$ cat src/verilog/qla_addr_pkg.sv
// ----------------------------------------------------------
// register bus address map: spaces, channel/offset fields
// and bit positions inside the board status word
// ----------------------------------------------------------
package qla_addr_pkg;

    // address bits 15:12
    typedef enum logic [3:0] {
        ADDR_MAIN = 4'h0,   // board registers, the only decoded space
        ADDR_HUB  = 4'h1,
        ADDR_PROM = 4'h2,
        ADDR_ETH  = 4'h4,
        ADDR_FW   = 4'h5
    } addr_space_e;

    // ------------------------------------------------------
    // field positions in a 16-bit address
    // ------------------------------------------------------
    localparam int SPACE_BIT = 12;  // space, bits 15:12
    localparam int CHAN_BIT  = 4;   // channel, bits 7:4

    // per-axis offsets, bits 3:0
    localparam logic [3:0] OFF_ADC_DATA = 4'd0;  // pot + current feedback
    localparam logic [3:0] OFF_DAC_CTRL = 4'd1;  // dac command

    // channel 0 offsets
    localparam logic [3:0] REG_STATUS = 4'd0;

    // ------------------------------------------------------
    // status word layout
    // ------------------------------------------------------
    // enables sit in the low bits, one per axis
    localparam int STAT_MASK_BIT = 8;   // write mask for the enables
    localparam int STAT_DIS_BIT  = 16;  // safety disables
    localparam int STAT_ID_BIT   = 24;  // board id

endpackage

$ cat src/verilog/qla_bus_pkg.sv
// ----------------------------------------------------------
// write bus and real-time write structs, axis data types
// ----------------------------------------------------------
package qla_bus_pkg;

    localparam int NUM_AXES  = 4;
    localparam int ADDR_W    = 16;
    localparam int DATA_W    = 32;
    localparam int SAMPLE_W  = 16;
    localparam int RT_ADDR_W = 3;   // rt addresses 0..4

    // safety check tuning
    localparam logic [SAMPLE_W-1:0] SAFETY_MARGIN = 16'h0100;
    localparam int                  SAFETY_CYCLES = 4;
    localparam logic [SAMPLE_W-1:0] MID_SCALE     = 16'h8000;  // zero current, offset binary

    // one register bus write, 49 bits
    typedef struct packed {
        logic              wen;
        logic [ADDR_W-1:0] waddr;
        logic [DATA_W-1:0] wdata;
    } reg_wr_t;

    // real-time block write from a host port, 36 bits
    typedef struct packed {
        logic                 wen;
        logic [RT_ADDR_W-1:0] waddr;
        logic [DATA_W-1:0]    wdata;
    } rt_wr_t;

    typedef logic [NUM_AXES-1:0][SAMPLE_W-1:0] axis_word_t;  // index 0 is axis 1
    typedef logic [NUM_AXES-1:0]               axis_bits_t;

endpackage

$ cat src/verilog/wr_bus_arb.sv
// ----------------------------------------------------------
// write bus owner select: block writer, ethernet, firewire
// ----------------------------------------------------------
module wr_bus_arb (
    input  qla_bus_pkg::reg_wr_t fw_wr,
    input  qla_bus_pkg::reg_wr_t eth_wr,
    input  logic                 eth_write_en,  // ethernet owns the bus
    input  qla_bus_pkg::reg_wr_t bw_wr,
    input  logic                 bw_write_en,   // rt replay owns the bus
    output qla_bus_pkg::reg_wr_t reg_wr
);

    // fixed priority, whole struct switches at once
    // a lower master's strobe is simply dropped while it is not owner
    always_comb begin
        if (bw_write_en) begin
            reg_wr = bw_wr;
        end else if (eth_write_en) begin
            reg_wr = eth_wr;
        end else begin
            reg_wr = fw_wr;         // default owner
        end
    end

endmodule

$ cat src/verilog/rt_block_write.sv
// ----------------------------------------------------------
// real-time block write: collects control + dac words,
// then replays them as five register bus writes
// ----------------------------------------------------------
module rt_block_write (
    input  logic                 sysclk,
    input  logic                 rst_n,
    input  qla_bus_pkg::rt_wr_t  fw_rt_wr,
    input  qla_bus_pkg::rt_wr_t  eth_rt_wr,
    output qla_bus_pkg::reg_wr_t bw_wr,
    output logic                 bw_write_en
);
    import qla_addr_pkg::*;
    import qla_bus_pkg::*;

    typedef enum logic {
        IDLE,
        REPLAY
    } rt_state_e;

    rt_state_e         state;
    logic [2:0]        step;       // 0..3 dac writes, 4 status write
    rt_wr_t            rt_wr;      // merged rt source
    logic [DATA_W-1:0] ctrl_word;
    axis_word_t        dac_word;

    // ethernet wins whenever it strobes
    assign rt_wr = eth_rt_wr.wen ? eth_rt_wr : fw_rt_wr;

    // ------------------------------------------------------
    // capture, only while idle
    // ------------------------------------------------------
    always_ff @(posedge sysclk) begin
        if (state == IDLE && rt_wr.wen) begin
            if (rt_wr.waddr == '0) begin
                ctrl_word <= rt_wr.wdata;
            end else if (rt_wr.waddr <= RT_ADDR_W'(NUM_AXES)) begin
                dac_word[2'(rt_wr.waddr - 3'd1)] <= rt_wr.wdata[SAMPLE_W-1:0];
            end
        end
    end

    // ------------------------------------------------------
    // replay FSM
    // ------------------------------------------------------
    always_ff @(posedge sysclk) begin
        if (!rst_n) begin
            state <= IDLE;
            step  <= '0;
        end else begin
            case (state)
                IDLE: begin
                    // last dac word kicks off the replay
                    if (rt_wr.wen && rt_wr.waddr == RT_ADDR_W'(NUM_AXES)) begin
                        state <= REPLAY;
                        step  <= '0;
                    end
                end
                REPLAY: begin
                    if (step == 3'(NUM_AXES)) begin
                        state <= IDLE;  // status write was the last one
                    end
                    step <= step + 3'd1;
                end
                default: state <= IDLE;
            endcase
        end
    end

    assign bw_write_en = (state == REPLAY);

    // one write per replay cycle
    always_comb begin
        bw_wr = '0;
        bw_wr.wen = bw_write_en;
        bw_wr.waddr[SPACE_BIT +: 4] = ADDR_MAIN;
        if (step < 3'(NUM_AXES)) begin
            bw_wr.waddr[CHAN_BIT +: 4] = 4'(step) + 4'd1;   // axis n on channel n
            bw_wr.waddr[3:0] = OFF_DAC_CTRL;
            bw_wr.wdata[SAMPLE_W-1:0] = dac_word[step[1:0]];
        end else begin
            bw_wr.waddr[3:0] = REG_STATUS;                  // channel 0
            bw_wr.wdata = ctrl_word;
        end
    end

endmodule

$ cat src/verilog/board_regs.sv
// ----------------------------------------------------------
// channel 0 board status register, amp enables and
// one-cycle enable pulses for the safety checks
// ----------------------------------------------------------
module board_regs (
    input  logic                            sysclk,
    input  logic                            rst_n,
    input  qla_bus_pkg::reg_wr_t            reg_wr,
    input  logic [3:0]                      board_id,
    input  qla_bus_pkg::axis_bits_t         safety_disable,
    output logic [qla_bus_pkg::DATA_W-1:0]  status_word,
    output qla_bus_pkg::axis_bits_t         amp_enable,
    output qla_bus_pkg::axis_bits_t         amp_enable_pulse
);
    import qla_addr_pkg::*;
    import qla_bus_pkg::*;

    logic       stat_wen;   // write hits REG_STATUS
    axis_bits_t wr_mask;
    axis_bits_t wr_en;
    axis_bits_t amp_en_reg; // stored enables

    assign stat_wen = reg_wr.wen
                    && reg_wr.waddr[SPACE_BIT +: 4] == ADDR_MAIN
                    && reg_wr.waddr[CHAN_BIT +: 4] == 4'd0
                    && reg_wr.waddr[3:0] == REG_STATUS;
    assign wr_mask = reg_wr.wdata[STAT_MASK_BIT +: NUM_AXES];
    assign wr_en   = reg_wr.wdata[NUM_AXES-1:0];

    // ------------------------------------------------------
    // enable register, masked per axis
    // ------------------------------------------------------
    always_ff @(posedge sysclk) begin
        if (!rst_n) begin
            amp_en_reg       <= '0;
            amp_enable_pulse <= '0;
        end else begin
            amp_enable_pulse <= '0;
            if (stat_wen) begin
                for (int i = 0; i < NUM_AXES; i++) begin
                    if (wr_mask[i]) begin
                        amp_en_reg[i]       <= wr_en[i];
                        amp_enable_pulse[i] <= wr_en[i];  // clears a latched disable
                    end
                end
            end
        end
    end

    // safety overrides the host
    assign amp_enable = amp_en_reg & ~safety_disable;

    always_comb begin
        status_word = '0;
        status_word[NUM_AXES-1:0]            = amp_en_reg;
        status_word[STAT_DIS_BIT +: NUM_AXES] = safety_disable;
        status_word[STAT_ID_BIT +: 4]        = board_id;
    end

endmodule

$ cat src/verilog/ctrl_dac.sv
// ----------------------------------------------------------
// per-axis dac command registers, loaded over the bus
// ----------------------------------------------------------
module ctrl_dac (
    input  logic                    sysclk,
    input  logic                    rst_n,
    input  qla_bus_pkg::reg_wr_t    reg_wr,
    output qla_bus_pkg::axis_word_t dac_cmd
);
    import qla_addr_pkg::*;
    import qla_bus_pkg::*;

    logic [3:0] wr_chan;
    logic       dac_wen;
    logic [1:0] wr_axis;    // channel n -> axis index n-1

    assign wr_chan = reg_wr.waddr[CHAN_BIT +: 4];
    assign wr_axis = 2'(wr_chan - 4'd1);

    // main space, channel 1..4, dac offset
    assign dac_wen = reg_wr.wen
                   && reg_wr.waddr[SPACE_BIT +: 4] == ADDR_MAIN
                   && reg_wr.waddr[3:0] == OFF_DAC_CTRL
                   && wr_chan != 4'd0
                   && wr_chan <= 4'(NUM_AXES);

    always_ff @(posedge sysclk) begin
        if (!rst_n) begin
            for (int i = 0; i < NUM_AXES; i++) begin
                dac_cmd[i] <= MID_SCALE;    // zero current
            end
        end else if (dac_wen) begin
            dac_cmd[wr_axis] <= reg_wr.wdata[SAMPLE_W-1:0];
        end
    end

endmodule

$ cat src/verilog/safety_check.sv
// ----------------------------------------------------------
// per-axis overcurrent check with latched amp disable
// ----------------------------------------------------------
module safety_check (
    input  logic                             sysclk,
    input  logic                             rst_n,
    input  logic [qla_bus_pkg::SAMPLE_W-1:0] cur_in,   // adc feedback
    input  logic [qla_bus_pkg::SAMPLE_W-1:0] dac_in,   // commanded current
    input  logic                             clear_disable,
    output logic                             amp_disable
);
    import qla_bus_pkg::*;

    logic [SAMPLE_W-1:0] cur_mag;
    logic [SAMPLE_W-1:0] dac_mag;
    logic [SAMPLE_W+1:0] limit;     // 2*|cmd| + margin, no overflow
    logic                over;
    logic [2:0]          over_cnt;  // saturates at SAFETY_CYCLES

    // magnitudes around mid scale
    assign cur_mag = (cur_in >= MID_SCALE) ? cur_in - MID_SCALE : MID_SCALE - cur_in;
    assign dac_mag = (dac_in >= MID_SCALE) ? dac_in - MID_SCALE : MID_SCALE - dac_in;
    assign limit   = {1'b0, dac_mag, 1'b0} + (SAMPLE_W+2)'(SAFETY_MARGIN);
    assign over    = {2'b00, cur_mag} > limit;

    always_ff @(posedge sysclk) begin
        if (!rst_n) begin
            over_cnt    <= '0;
            amp_disable <= 1'b0;
        end else begin
            if (!over) begin
                over_cnt <= '0;     // run broken, start again
            end else if (over_cnt != 3'(SAFETY_CYCLES)) begin
                over_cnt <= over_cnt + 3'd1;
            end
            // latch on the SAFETY_CYCLES-th overcurrent cycle in a row
            if (clear_disable) begin
                amp_disable <= 1'b0;
            end else if (over && over_cnt >= 3'(SAFETY_CYCLES - 1)) begin
                amp_disable <= 1'b1;
            end
        end
    end

endmodule

$ cat src/verilog/rd_bus_mux.sv
// ----------------------------------------------------------
// read address select and read data decode by space,
// channel and offset
// ----------------------------------------------------------
module rd_bus_mux (
    input  logic [qla_bus_pkg::ADDR_W-1:0] fw_raddr,
    input  logic [qla_bus_pkg::ADDR_W-1:0] eth_raddr,
    input  logic                           eth_read_en,
    input  logic [qla_bus_pkg::DATA_W-1:0] status_word,
    input  qla_bus_pkg::axis_word_t        dac_cmd,
    input  qla_bus_pkg::axis_word_t        cur_fb,
    input  qla_bus_pkg::axis_word_t        pot_fb,
    output logic [qla_bus_pkg::DATA_W-1:0] reg_rdata
);
    import qla_addr_pkg::*;
    import qla_bus_pkg::*;

    logic [ADDR_W-1:0] raddr;
    addr_space_e       space;
    logic [3:0]        chan;
    logic [1:0]        axis;

    assign raddr = eth_read_en ? eth_raddr : fw_raddr;  // ethernet takes the bus
    assign space = addr_space_e'(raddr[SPACE_BIT +: 4]);
    assign chan  = raddr[CHAN_BIT +: 4];
    assign axis  = 2'(chan - 4'd1);

    always_comb begin
        reg_rdata = '0;
        case (space)
            ADDR_MAIN: begin
                if (chan == 4'd0) begin
                    reg_rdata = status_word;
                end else if (chan <= 4'(NUM_AXES)) begin
                    case (raddr[3:0])
                        OFF_ADC_DATA: reg_rdata = {pot_fb[axis], cur_fb[axis]};
                        OFF_DAC_CTRL: reg_rdata = {{(DATA_W-SAMPLE_W){1'b0}}, dac_cmd[axis]};
                        default:      reg_rdata = '0;
                    endcase
                end
            end
            // spaces without a backing module
            default: reg_rdata = '0;
        endcase
    end

endmodule

$ cat src/verilog/qla_top.sv
// ----------------------------------------------------------
// top level: write/read bus, rt block writer, board regs,
// dac commands and four axis safety checks
// ----------------------------------------------------------
module qla_top (
    input  logic                           sysclk,
    input  logic                           rst_n,
    input  logic [3:0]                     board_id,
    // write masters
    input  qla_bus_pkg::reg_wr_t           fw_wr,
    input  qla_bus_pkg::reg_wr_t           eth_wr,
    input  logic                           eth_write_en,
    input  qla_bus_pkg::rt_wr_t            fw_rt_wr,
    input  qla_bus_pkg::rt_wr_t            eth_rt_wr,
    // read ports
    input  logic [qla_bus_pkg::ADDR_W-1:0] fw_raddr,
    input  logic [qla_bus_pkg::ADDR_W-1:0] eth_raddr,
    input  logic                           eth_read_en,
    // axis feedback from the adcs
    input  qla_bus_pkg::axis_word_t        cur_fb,
    input  qla_bus_pkg::axis_word_t        pot_fb,
    output logic [qla_bus_pkg::DATA_W-1:0] reg_rdata,
    output qla_bus_pkg::axis_word_t        dac_cmd,
    output qla_bus_pkg::axis_bits_t        amp_enable,
    output qla_bus_pkg::axis_bits_t        safety_amp_disable
);
    import qla_bus_pkg::*;

    reg_wr_t           reg_wr;      // arbitrated write bus
    reg_wr_t           bw_wr;
    logic              bw_write_en;
    logic [DATA_W-1:0] status_word;
    axis_bits_t        amp_enable_pulse;

    // ------------------------------------------------------
    // write side
    // ------------------------------------------------------
    rt_block_write u_rt_write (
        .sysclk      (sysclk),
        .rst_n       (rst_n),
        .fw_rt_wr    (fw_rt_wr),
        .eth_rt_wr   (eth_rt_wr),
        .bw_wr       (bw_wr),
        .bw_write_en (bw_write_en)
    );

    wr_bus_arb u_wr_arb (
        .fw_wr        (fw_wr),
        .eth_wr       (eth_wr),
        .eth_write_en (eth_write_en),
        .bw_wr        (bw_wr),
        .bw_write_en  (bw_write_en),
        .reg_wr       (reg_wr)
    );

    board_regs u_chan0 (
        .sysclk           (sysclk),
        .rst_n            (rst_n),
        .reg_wr           (reg_wr),
        .board_id         (board_id),
        .safety_disable   (safety_amp_disable),
        .status_word      (status_word),
        .amp_enable       (amp_enable),
        .amp_enable_pulse (amp_enable_pulse)
    );

    ctrl_dac u_dac (
        .sysclk  (sysclk),
        .rst_n   (rst_n),
        .reg_wr  (reg_wr),
        .dac_cmd (dac_cmd)
    );

    // ------------------------------------------------------
    // read side, shared by both hosts
    // ------------------------------------------------------
    rd_bus_mux u_rd_mux (
        .fw_raddr    (fw_raddr),
        .eth_raddr   (eth_raddr),
        .eth_read_en (eth_read_en),
        .status_word (status_word),
        .dac_cmd     (dac_cmd),
        .cur_fb      (cur_fb),
        .pot_fb      (pot_fb),
        .reg_rdata   (reg_rdata)
    );

    // one overcurrent check per axis, cleared by its enable pulse
    for (genvar i = 0; i < NUM_AXES; i++) begin : g_safe
        safety_check u_safe (
            .sysclk        (sysclk),
            .rst_n         (rst_n),
            .cur_in        (cur_fb[i]),
            .dac_in        (dac_cmd[i]),
            .clear_disable (amp_enable_pulse[i]),
            .amp_disable   (safety_amp_disable[i])
        );
    end

endmodule

$ cat config.mk
export PLATFORM = sky130hd
export DESIGN_NAME = qla_top
export DESIGN_NICKNAME = d
export VERILOG_FILES = /design/src/verilog/qla_addr_pkg.sv /design/src/verilog/qla_bus_pkg.sv /design/src/verilog/wr_bus_arb.sv /design/src/verilog/rt_block_write.sv /design/src/verilog/board_regs.sv /design/src/verilog/ctrl_dac.sv /design/src/verilog/safety_check.sv /design/src/verilog/rd_bus_mux.sv /design/src/verilog/qla_top.sv
export SDC_FILE = /design/constraint.sdc
export NUM_CORES = 1
export LEC_CHECK = 0
export ABC_AREA = 1
export BUFFER_PORTS_ARGS = -buffer_cell sky130_fd_sc_hd__buf_2
export CORE_MARGIN = 2
export CORE_UTILIZATION = 31
export CTS_CLUSTER_DIAMETER = 200
export DETAILED_ROUTE_END_ITERATION = 10
export PLACE_DENSITY = 0.52
export SYNTH_ARGS = -nofsm -noshare
export SYNTH_HDL_FRONTEND = slang
export SYNTH_SLANG_ARGS = --single-unit
$ cat constraint.sdc
create_clock -name sysclk -period 4.1 [get_ports sysclk]
set_input_delay 0.205 -clock sysclk [delete_from_list [all_inputs] [get_ports sysclk]]
set_output_delay 0.205 -clock sysclk [all_outputs]
set_load 0.005 [all_outputs]
* Yosys cells after proc, flatten, opt, wreduce, memory -nomap -nowiden
Index checks and enable logic that the tools add are counted. Widths: inputs -> output; s select.
Storage, ports and cells: flip-flop bits (word level) 188, input port bits 338, output and inout bits 104, word-level logic and storage cells 175
Cells by class: add/subtract/negate cells 29, $lt $le $gt $ge 26, equal/unequal tests 9, mux-type cells 39, bitwise operators 5, reductions and logical operators 40
Operators with widths (count):
- $mux 16 | 17
- $bmux 16 s2 | 4
- $bwmux 64 | 2
- $ge 16x16->1 const B | 8
- $sub 16x16->16 const A | 8
- $sub 16x16->16 const B | 8
- $mux 49 | 2
- $mux 32 | 3
- $add 17x9->18 const B | 4
- $gt 16x18->1 | 4
- $demux 16 s2 | 2
- $pmux 32 s2 | 1
- $mux 36 | 1
- $logic_not 4->1 | 6
- $reduce_and 2->1 | 9
- $add 3x1->3 const B | 5
- $reduce_and 3->1 | 5
- $logic_and 1x1->1 | 14
- $ge 3x2->1 const B | 4
- $lt 2x3->1 const B | 4
- $ne 3x3->1 const B | 4
- $eq 4x1->1 const B | 2
- $le 4x3->1 const B | 2
- $reduce_or 2->1 | 4
- other kinds (17) | 25

* Longest topological paths before layout
Gate-level depths: netlist (run 1).
word-level depth 10, mapped depth 26, gate-level depth less buffers 26

* By module
A second synthesis (run 1) with hierarchy kept.
Second synthesis, totals: cell total of the unflattened synthesis 2899, area total of the unflattened synthesis 18052.3 um^2
Modules (own cells, without submodules):
- rt_block_write | times used 1, cells an instance 441, area an instance 4501.8 um^2, seq. area each 2962.8 um^2
- safety_check (g_safe[1].u_safe ...) | times used 3, cells an instance 236, area an instance 1475.2 um^2, seq. area each 80.1 um^2
- ctrl_dac | times used 1, cells an instance 426, area an instance 2801.4 um^2, seq. area each 1281.2 um^2
- rd_bus_mux | times used 1, cells an instance 625, area an instance 2671.3 um^2, seq. area each 0.0 um^2
- wr_bus_arb | times used 1, cells an instance 367, area an instance 1501.4 um^2, seq. area each 0.0 um^2
- safety_check (g_safe[0].u_safe) | times used 1, cells an instance 237, area an instance 1492.7 um^2, seq. area each 80.1 um^2
- board_regs | times used 1, cells an instance 95, area an instance 658.1 um^2, seq. area each 160.2 um^2

* Worst setup path after synthesis (run 1)
OpenSTA, ideal clock, no wires.
kind reg2reg, start point reg u_dac.dac_cmd[19] in the netlist's numbering, end point reg g_safe[1].u_safe.over_cnt[2], setup time 0.070 ns, arrival time 2.994 ns, required time 4.030 ns, setup slack 1.036 ns, stages on the path, launching flop included 23, buffers on the path 0, period minus slack after synthesis 3.064 ns, cells stage by stage dfxtp_1 > nor2_1 > inv_1 > nor2_1 > inv_1 > o21ai_0 > xor2_1 > ha_1 > nand2_1 > nor2_1 > nand3_1 > xor2_1 > ha_1 > nand2_1 > inv_1 > nand3_1 > nor3_1 > o21ai_0 > nand3_1 > nand2_1 > nor2_1 > nand3_1 > a21oi_1
On the way: cells in the longest elaborated chain, start to end 5, elaborated cells between the ends (all ways) 7, those cells by class add/sub: 3; order compare: 2; mux: 1; reduce/logical: 1
RTL lines:
- start: declaration | RTL line ctrl_dac.sv:8 | output qla_bus_pkg::axis_word_t dac_cmd
- start signal: indexed assignment | RTL line ctrl_dac.sv:33 | dac_cmd[wr_axis] <= reg_wr.wdata[SAMPLE_W-1:0];
- $sub 16x16->16 or $ge 16x16->1 (tied branches) | RTL line safety_check.sv:22 | assign dac_mag = (dac_in >= MID_SCALE) ? dac_in - MID_SCALE : MID_SCALE - dac_in;
- $mux 16 (*) | RTL line safety_check.sv:22
- $add 17x9->18 (*) | RTL line safety_check.sv:23 | assign limit = {1'b0, dac_mag, 1'b0} + (SAMPLE_W+2)'(SAFETY_MARGIN);
- $gt 16x18->1 (*) | RTL line safety_check.sv:24 | assign over = {2'b00, cur_mag} > limit;
- $reduce_and 2->1 (no line) (*)
- end signal: assignment | RTL line safety_check.sv:34 | over_cnt <= over_cnt + 3'd1;
- end: declaration | RTL line safety_check.sv:18 | logic [2:0] over_cnt;
Every way passes the cells marked *; elsewhere a longest branch is shown, timed or not. A chain may end at the register's enable or synchronous reset.

* Worst setup path in the final report (run 1)
start point reg u_dac.dac_cmd[19] in the netlist's numbering, end point reg g_safe[1].u_safe.amp_disable
On the way: cells in the longest elaborated chain, start to end 5, elaborated cells between the ends (all ways) 7, those cells by class add/sub: 3; order compare: 2; mux: 1; reduce/logical: 1
RTL lines:
- $sub 16x16->16 or $ge 16x16->1 (tied branches) | RTL line safety_check.sv:22
- $mux 16 (*) | RTL line safety_check.sv:22
- $add 17x9->18 (*) | RTL line safety_check.sv:23
- $gt 16x18->1 (*) | RTL line safety_check.sv:24
- $logic_and 1x1->1 (*) | RTL line safety_check.sv:39 | end else if (over && over_cnt >= 3'(SAFETY_CYCLES - 1)) begin
- end signal: assignment | RTL line safety_check.sv:29 | amp_disable <= 1'b0;
- end signal: assignment | RTL line safety_check.sv:38 | amp_disable <= 1'b0;
- end signal: assignment | RTL line safety_check.sv:40 | amp_disable <= 1'b1;
- end: declaration | RTL line safety_check.sv:10 | output logic amp_disable
Marked as above.

==> metrics.txt, run 1 <==
Power, Total 4.67 mW; row count 77; Die X-Extent 215 um; ANT nets after route 0; CP Class reg -> reg; met2 Use GR 45.2%; initial antenna violation count 0; CTS tree yes; Distinct cells, synth 46; clk buf depth 2; Worst-Skew Late Latency 430 ps; Final nets 2786; via count 14855; worst slew pin tran 743 ps; die area 46200 um2; CP endpoint kind flop; Overflow after GRT 0; period utilisation layout 91.0%; maximum number of pins on one net before global-route repair 66; I/O Buffers 361; DRC 0; Worst Path Arrival 4100 ps; crit path time final 3730 ps; first-pass GRT wire length 87800 um; I/O pins 442; synthesized instance count 2036; Final Skew 13.0 ps; commonest non-fill, non-tap cell in the layout buf_2; Max-cap violations 0; # hold bufs at CTS 0; global routing met1 resource utilization 30.3%; RSZ-0062 raised after global routing no; final setup TNS 0 ps; H-tree depth 4; Finished Cell Area 16900 um2; final setup fails 0; Synth Net Count 2463; PostCTS Resize Cnt 0; maximum fanout along the worst path 6; GR Util All Layers 25.1%; WL per Instance 20.1 um; outcome finished clean; DR vias/cell 5.01; placed insts 2932; HP Class in -> reg; gpl congestion 0.972; number of enable flip-flop cells after synthesis 80; clk sinks 172; biggest regs u_dac.dac_cmd (64), u_rt_write.dac_word (64), u_rt_write.ctrl_word (16); Startpoint Class flop; ys async rst share 0%; Placement Cell Area 16200 um2; Total Wirelength 59700 um; Die Ht 215 um; flops & latches, synth 172; M3 GR Usage 3.72%; Required @ worst endpoint 4470 ps; TritonCTS buffer count 17; iteration count of the initial detailed-routing pass 5; drt first-iter violations 906; most used routing layer met2; fin cells 2965; Rel. slew slack 50.3%; PD cells 277 nW/um2; Clock Pin Slew Worst Setup and Hold Paths 70 ps; Post-Syn Area 13800 um2; maximum VDD drop 0.256 mV; Lkg Pwr 7.70 nW; Root Driver clkbuf_16; Mean Syn Cell Area 6.78 um2; Max Freq 268 MHz; layout cells sized above 1 19.8%; dpl hpwl 49100 um; Pins Over Slew Limit 0; post-layout util 38.3%; Syn. warnings 0; area delta synth->final 22.2%; fill count 4845; final hold vios 0; Main synth FF type dfxtp_1; buffer count from post-CTS setup fixing 0; starting density of the core 31.3%; core area 44000 um2; vias in the first global route 14200; Seq/Total Area, Yosys 30.8%; most frequent cells in the layout buf_2 (361), nor2_1 (355), nand2_1 (350), o21ai_0 (286), inv_1 (194)
[synth_stat cells, types with 9 or more instances]
library cell,count,area share [%]
xor2_1,85,5.4
buf_4,9,0.49
o22ai_1,27,1.2
clkbuf_1,59,1.6
nor2_1,356,9.7
o211ai_1,17,0.93
nand4_1,27,1.2
edfxtp_1,80,17
inv_1,195,5.3
xnor2_1,22,1.4
ha_1,89,8.1
nand3_1,92,3.3
a32o_1,13,0.94
nand2_1,351,9.6
o21ai_0,286,10
nor3_1,28,1.0
or2_2,12,0.54
a21oi_1,112,4.1
buf_2,14,0.51
dfxtp_1,92,13
[worst max-delay path: stages (launching register included)]
cell and delay, ps:
dfxtp_1 380, nor2_1 160, inv_1 50, nor2_1 230, inv_1 90, o21ai_0 200
xor2_1 320, ha_1 260, nand2_1 60, nor2_1 200, nand3_1 120, xor2_1 160
ha_1 270, nand2_1 40, inv_1 60, nand3_1 60, nor3_1 210, o21ai_0 130
nand3_1 110, nand2_1 80, nor2_1 130, nand3_1 180, a21oi_1 160
[cells by family (layout without fill, tap and decap cells)]
family / after synthesis / count (layout) / share of synthesized area (%)
AND/OR/NAND/NOR: 898 / 898 / 27.3
XOR/XNOR: 107 / 107 / 6.79
multiplexers: 1 / 1 / 0.0726
other: 0 / 1 / 0
AO/OA/AOI/OAI: 474 / 474 / 18.6
buffers and inverters: 295 / 631 / 8.43
flip-flops: 172 / 172 / 30.8
adder cells (fa/ha/maj): 89 / 89 / 8.07
[metal layers]
metal  vias to the layer above  wire length (um)
met3                        70              3030
met4                         0              1950
met5                         -                 0
met1                      6885             25200
li1                       7422                 -
met2                       478             29500
[stage by stage]
stage | hold WS [ps] | setup WS, ps
after CTS | 140 | 374
after global placement | 459 | 479
after floorplan | 443 | 1040
after global routing | 155 | 2.94
after detailed placement | 460 | 386
final | 151 | 369
[area by class of cell]
class / instances / area (um2) / share of cell area [%]
antenna: 1 / 2.50 / 0.0148
clock buffer: 19 / 464 / 2.75
clock inverter: 13 / 140 / 0.831
inverter: 206 / 776 / 4.60
multi-input combinational: 1569 / 8430 / 50.0
sequential: 172 / 4240 / 25.2
tap: 592 / 741 / 4.39
timing repair buffer: 393 / 2060 / 12.2
[power breakdown]
group          internal (mW)  switching, mW  total [mW]
Sequential              1.86         0.0299        1.89
Combinational          0.393          0.743        1.14
Clock                  0.917          0.733        1.65
Total                   3.17           1.51        4.67
[final timing paths]
check	startpoint	end	slack, ps	depth (start not counted)
min reg2reg	u_chan0.amp_enable_pulse[1]	g_safe[1].u_safe.amp_disable	460	2
max	u_dac.dac_cmd[19]	g_safe[1].u_safe.amp_disable	370	22
min	fw_rt_wr[12]	u_rt_write.dac_word[28]	150	3
max reg2reg	u_dac.dac_cmd[19]	g_safe[1].u_safe.amp_disable	370	22
Note: power is estimated with default switching activity, not from simulation.
==> run 2, diff against run 1 <==
--- a/config.mk
+++ b/config.mk
@@ -12,6 +12,8 @@
 export CTS_CLUSTER_DIAMETER = 200
 export DETAILED_ROUTE_END_ITERATION = 10
 export PLACE_DENSITY = 0.52
+export RECOVER_POWER = 100
+export SLEW_MARGIN = 20
 export SYNTH_ARGS = -nofsm -noshare
 export SYNTH_HDL_FRONTEND = slang
 export SYNTH_SLANG_ARGS = --single-unit
==> run 2 against run 1 <==
Sequential power about the same. Highest routed layer unchanged. Cell area is 1.2% lower. Largest power group unchanged. Count of clock-buffer cells in the layout is the same. Global-route usage stayed put. Die area stayed put.
==> metrics.txt, run 2 (synthesis gave the netlist of run 1 again) <==
outcome finished clean; Total Wirelength 59700 um (about the same); Overflow after GRT 0 (unchanged); first-pass GRT wire length 87800 um (unchanged); pre-CTS WS 386 ps (unchanged); wl on met1 25300 um (+0.17%); commonest non-fill, non-tap cell in the layout nor2_1; core area 44000 um2 (unchanged); drt first-iter violations 929 (+2.5%); CP endpoint kind output port; dpl hpwl 49100 um (unchanged); maximum VDD drop 0.249 mV (-2.6%); area delta synth->final 20.8%; Inserted Diodes 0 (-1); internal cell power 3.16 mW (-0.36%); starting density of the core 31.3% (unchanged); initial antenna violation count 0 (unchanged); metal3 WL 3040 um (+0.40%); via count 14861 (+0.040%); Required @ worst endpoint 3890 ps (-580 ps); DR vias/cell 5.01 (about the same); Final nets 2786 (unchanged); clk buf depth 2 (unchanged); Lkg Pwr 7.36 nW (-4.4%); CP Class in -> out; Comb pwr share 24.0% (-0.3 points); Setup WS post-layout 86.9 ps (-282 ps); Startpoint Class input pin; top layer reached by signal wires met4; clock group share of total power 35.4% (about the same); Worst Path Arrival 3810 ps (-290 ps); Net Sw Frac 32.2% (about the same); Worst-Skew Late Latency 430 ps (about the same); fin cells 2964 (-0.034%); final hold vios 0 (unchanged); biggest regs u_dac.dac_cmd (64), u_rt_write.dac_word (64), u_rt_write.ctrl_word (16); met2 wire length 29300 um (-0.88%); PD cells 279 nW/um2 (+0.77%); maximum number of pins on one net before global-route repair 66 (unchanged); Die Ht 215 um (unchanged); hold path startpoint fw_rt_wr[12]; clk sinks 172 (unchanged); I/O pins 442 (unchanged); Root Driver clkbuf_16; period utilisation layout 97.9% (+6.9 points); vias in the first global route 14200 (unchanged); GR Util All Layers 25.1% (unchanged); crit path time final 4010 ps (+282 ps); TritonCTS buffer count 17 (unchanged); placed insts 2932 (unchanged); crit path launch eth_read_en; HP Class in -> reg; CTS tree yes; H-tree depth 4 (unchanged); WL per Instance 20.1 um (about the same); most frequent cells in the layout nor2_1 (356), nand2_1 (355), buf_2 (302), o21ai_0 (287), inv_1 (196); Seq pwr share 40.6% (+0.2 points); DRC 0 (unchanged); Max-cap violations 0 (unchanged); Max Freq 249 MHz (-7.0%); row count 77 (unchanged); maximum fanout along the worst path 19 (+13); Final Skew 13.3 ps (+0.368 ps); PostCTS Resize Cnt 0 (unchanged); worst r2r src u_dac.dac_cmd[19]; Power, Total 4.66 mW (-0.39%); Clock Pin Slew Worst Setup and Hold Paths 70 ps (about the same); Pins Over Slew Limit 0 (unchanged); I/O Buffers 361 (unchanged); iteration count of the initial detailed-routing pass 5 (unchanged); buffer count from post-CTS setup fixing 0 (unchanged); # hold bufs at CTS 0 (unchanged); final setup TNS 0 ps (unchanged); gpl congestion 0.972 (unchanged); NetSw 1.50 mW (-0.46%); fill count 4885 (+0.83%); layout cells sized above 1 16.3% (-3.5 points); Rel. slew slack 24.0% (-26 points); die area 46200 um2 (unchanged); worst slew pin tran 1130 ps (+391 ps); final setup fails 0 (unchanged); Die X-Extent 215 um (unchanged); ANT nets after route 0 (unchanged); RSZ-0062 raised after global routing no
-- run 2: cell types whose count changed in the layout (fill, tap and decap cells not counted), moves of 3 or more --
cell / previous run / this run
nand2_1: 350 / 355
nand2_2: 4 / 1
buf_4: 31 / 18
clkbuf_2: 0 / 3
buf_2: 361 / 302
clkbuf_1: 0 / 69
-- run 2: path summary, 6_finish.rpt --
path                                  endpoint  slack (ps)  depth (start not counted)
setup / recovery                  reg_rdata[5]          90                         14
hold reg to reg   g_safe[1].u_safe.amp_disable         460                          2
setup reg to reg  g_safe[1].u_safe.amp_disable         400                         22
hold / removal         u_rt_write.dac_word[28]         150                          3
-- run 2: layout make-up --
class / instances / area [um2] / share of cell area [%]
Sequential cell: 172 / 4240 / 25.5
Timing Repair Buffer: 393 / 1920 / 11.6
Multi-Input combinational cell: 1569 / 8370 / 50.3
Clock inverter: 13 / 140 / 0.841
Tap cell: 592 / 741 / 4.45
Clock buffer: 19 / 464 / 2.79
Inverter: 206 / 773 / 4.64
-- run 2: power groups by stage --
stage | combinational [mW] | clock [mW] | sequential, mW
2_1_floorplan | 0.657 | 0 | 1.92
3_3_place_gp | 1.12 | 0 | 1.93
3_5_place_dp | 1.13 | 0 | 1.93
4_1_cts | 1.14 | 1.67 | 1.89
5_1_grt | 1.25 | 1.74 | 1.89
6_report | 1.12 | 1.65 | 1.89
-- run 2: per-layer routing --
layer	track usage (%)	up-vias
met3	3.72	72
li1	-	7434
met5	0	-
met1	30.3	6848
met4	8.56	0
met2	45.2	507
-- run 2: stage by stage --
stage	hold slack, ps	cell area, um2	utilization, %
2_1_floorplan	443	13800	-
3_5_place_dp	460	16200	36.9
4_1_cts	140	16900	38.3
3_3_place_gp	459	16200	36.9
5_1_grt	155	16700	37.8
6_report	151	16700	37.8
-- run 2: worst max-delay path, cell delays in order --
cell and delay [ps]:
buf_2 170, inv_2 140, nand2_1 100, nand2_4 70
inv_2 40, ha_1 760, clkbuf_1 840, inv_1 130
clkbuf_2 330, a21oi_1 210, o21ai_0 220, o21ai_0 160
a32o_1 260, buf_1 140
==> run 3, diff against run 2 <==
==> constraint.sdc (replaced) <==
create_clock -name sysclk -period 4.1 [get_ports sysclk]
set_input_delay 0.205 -clock sysclk [delete_from_list [all_inputs] [get_ports sysclk]]
set_output_delay 0.205 -clock sysclk [all_outputs]
set_load 0.05 [all_outputs]
==> run 3 against run 2 <==
Die area stayed put. Non-clock buffer count shrank 2. Global-route usage is 0.21 points higher. Final cell count is essentially flat. Sequential power barely moved. Critical endpoint is now reg_rdata[24]. Register-to-register slack better by 50 ps.
==> metrics.txt, run 3 (synthesis gave the netlist of run 1 again) <==
core area 44000 um2 (unchanged); clk buf depth 2 (unchanged); Setup WS post-layout 156 ps (+68.7 ps); clk sinks 172 (unchanged); internal cell power 3.24 mW (+2.7%); DR vias/cell 5.04 (+0.57%); maximum number of pins on one net before global-route repair 108 (+64%); TritonCTS buffer count 17 (unchanged); Root Driver clkbuf_16; CP max-delay cell ha_1; die area 46200 um2 (unchanged); Hold WS 152 ps (+0.933 ps); I/O Buffers 361 (unchanged); I/O pins 442 (unchanged); final hold vios 0 (unchanged); commonest non-fill, non-tap cell in the layout nor2_1; gpl congestion 0.979 (+0.78%); Clock Pin Slew Worst Setup and Hold Paths 60 ps (about the same); first-pass GRT wire length 88800 um (+1.1%); GR Util All Layers 25.3% (+0.21 points); Startpoint Class input pin; vias in the first global route 14521 (+2.3%); Net Sw Frac 31.2% (-1.0 points); starting density of the core 31.3% (unchanged); biggest regs u_dac.dac_cmd (64), u_rt_write.dac_word (64), u_rt_write.ctrl_word (16); CP max stage delay 700 ps (-140 ps); clock group share of total power 35.6% (+0.2 points); final setup fails 0 (unchanged); Inserted Diodes 0 (unchanged); CTS tree yes; Worst Path Arrival 3740 ps (-70 ps); Hold Path Sink u_rt_write.ctrl_word[2]; Seq pwr share 40.1% (-0.5 points); HP Class in -> reg; worst r2r src u_dac.dac_cmd[51]; Comb pwr share 24.3% (+0.3 points); R2R setup slack 450 ps (+50 ps); Pins Over Slew Limit 0 (unchanged); initial antenna violation count 0 (unchanged); Overflow after GRT 0 (unchanged); Die Ht 215 um (unchanged); maximum fanout along the worst path 27 (+8); crit path time final 3940 ps (-68.7 ps); pre-CTS WS 400 ps (+13.4 ps); worst reg-to-reg path cell count 22 (unchanged); outcome finished clean; Lkg Pwr 7.30 nW (-0.81%); via count 14936 (+0.50%); row count 77 (unchanged); ANT nets after route 0 (unchanged); NetSw 1.47 mW (-2.0%); Max Freq 254 MHz (+1.7%); most frequent cells in the layout nor2_1 (357), nand2_1 (353), o21ai_0 (286), buf_2 (262), inv_1 (200); Die X-Extent 215 um (unchanged); PD cells 282 nW/um2 (+0.74%); Total Wirelength 59700 um (about the same); Final Skew 13.7 ps (+0.402 ps); CP endpoint kind output port; Max-cap violations 0 (unchanged); crit path cell chain buf_2 > inv_1 > nand2_1 > nand2_4 > inv_2 > ha_1 > clkbuf_2 > o21ai_0 > o22ai_1 > a32o_1 > clkbuf_2; H-tree depth 4 (unchanged); Power, Total 4.71 mW (+1.2%); DRC 0 (unchanged); hold path startpoint fw_rt_wr[2]; maximum VDD drop 0.244 mV (-2.1%); iteration count of the initial detailed-routing pass 5 (unchanged); worst slew pin tran 1160 ps (+21.0 ps); final setup TNS 0 ps (unchanged); worst hold stages 3 (unchanged); RSZ-0062 raised after global routing no; period utilisation layout 96.2% (-1.7 points); Required @ worst endpoint 3890 ps (about the same); dpl hpwl 48700 um (-0.79%); CP Class in -> out; Final nets 2784 (-0.072%); Rel. slew slack 23.0% (-0.99 points); Worst-Skew Late Latency 440 ps (about the same); layout cells sized above 1 15.3% (-1.0 points); worst r2r dst g_safe[3].u_safe.over_cnt[0]; CP most frequent cell clkbuf_2; area delta synth->final 21.3%; # hold bufs at CTS 0 (unchanged); WL per Instance 20.1 um (+0.12%); drt first-iter violations 942 (+1.4%)
## run 3: how the worst max path moves through the flow
stage	start	slack (ps)	depth (start not counted)	end
after floorplan	eth_read_en	700	12	reg_rdata[12]
after global placement	u_dac.dac_cmd[0]	510	24	g_safe[0].u_safe.over_cnt[2]
after detailed placement	u_dac.dac_cmd[0]	400	24	g_safe[0].u_safe.over_cnt[2]
after CTS	u_dac.dac_cmd[0]	380	24	g_safe[0].u_safe.over_cnt[2]
after global routing	u_dac.dac_cmd[19]	40	22	g_safe[1].u_safe.amp_disable
final	eth_read_en	160	11	reg_rdata[24]
## run 3: stage by stage
step | utilization [%] | area (um2) | instances
after floorplan | - | 13800 | 2036
after global placement | 37.0 | 16300 | 2928
after detailed placement | 37.0 | 16300 | 2928
after CTS | 38.4 | 16900 | 2960
after global routing | 38.0 | 16700 | 2962
final | 38.0 | 16700 | 2962
## run 3: layout make-up
class                   instances  area (um2)
well taps                     592         741
flip-flops and latches        172        4250
fillers                      4837       27300
repair buffers                391        1970
inverters                     206         773
clock buffers                  24         514
clock inverters                 8         104
multi-input cells            1569        8390
## run 3: what timing repair did
item | CTS | global route
resized for setup | 0 | 2
setup endpoints to repair | 0 | 4
setup buffers | 0 | 2
hold endpoints to repair | 0 | 0
## run 3: metal layers
metal  GRT usage (%)  up-vias  routed length (um)
met2            44.9      504               29100
met5               0        -                   0
met1            30.6     6911               25200
li1                -     7433                   -
met3            3.57       88                2910
met4            10.3        0                2530
## run 3: worst max-delay path: cells and delay by family
| family | cells | cell delay [ps] |
|---|---|---|
| AO/OA/AOI/OAI | 3 | 1130 |
| adder cells (fa/ha/maj) | 1 | 700 |
| buffers and inverters | 5 | 1450 |
| AND/OR/NAND/NOR | 2 | 230 |
## run 3: power by group through the flow
stage	Combinational, mW	Clock [mW]	Sequential, mW
floorplan	0.672	0	1.93
global placement	1.13	0	1.93
detailed placement	1.15	0	1.93
CTS	1.16	1.70	1.89
global route	1.27	1.78	1.89
finish	1.14	1.68	1.89
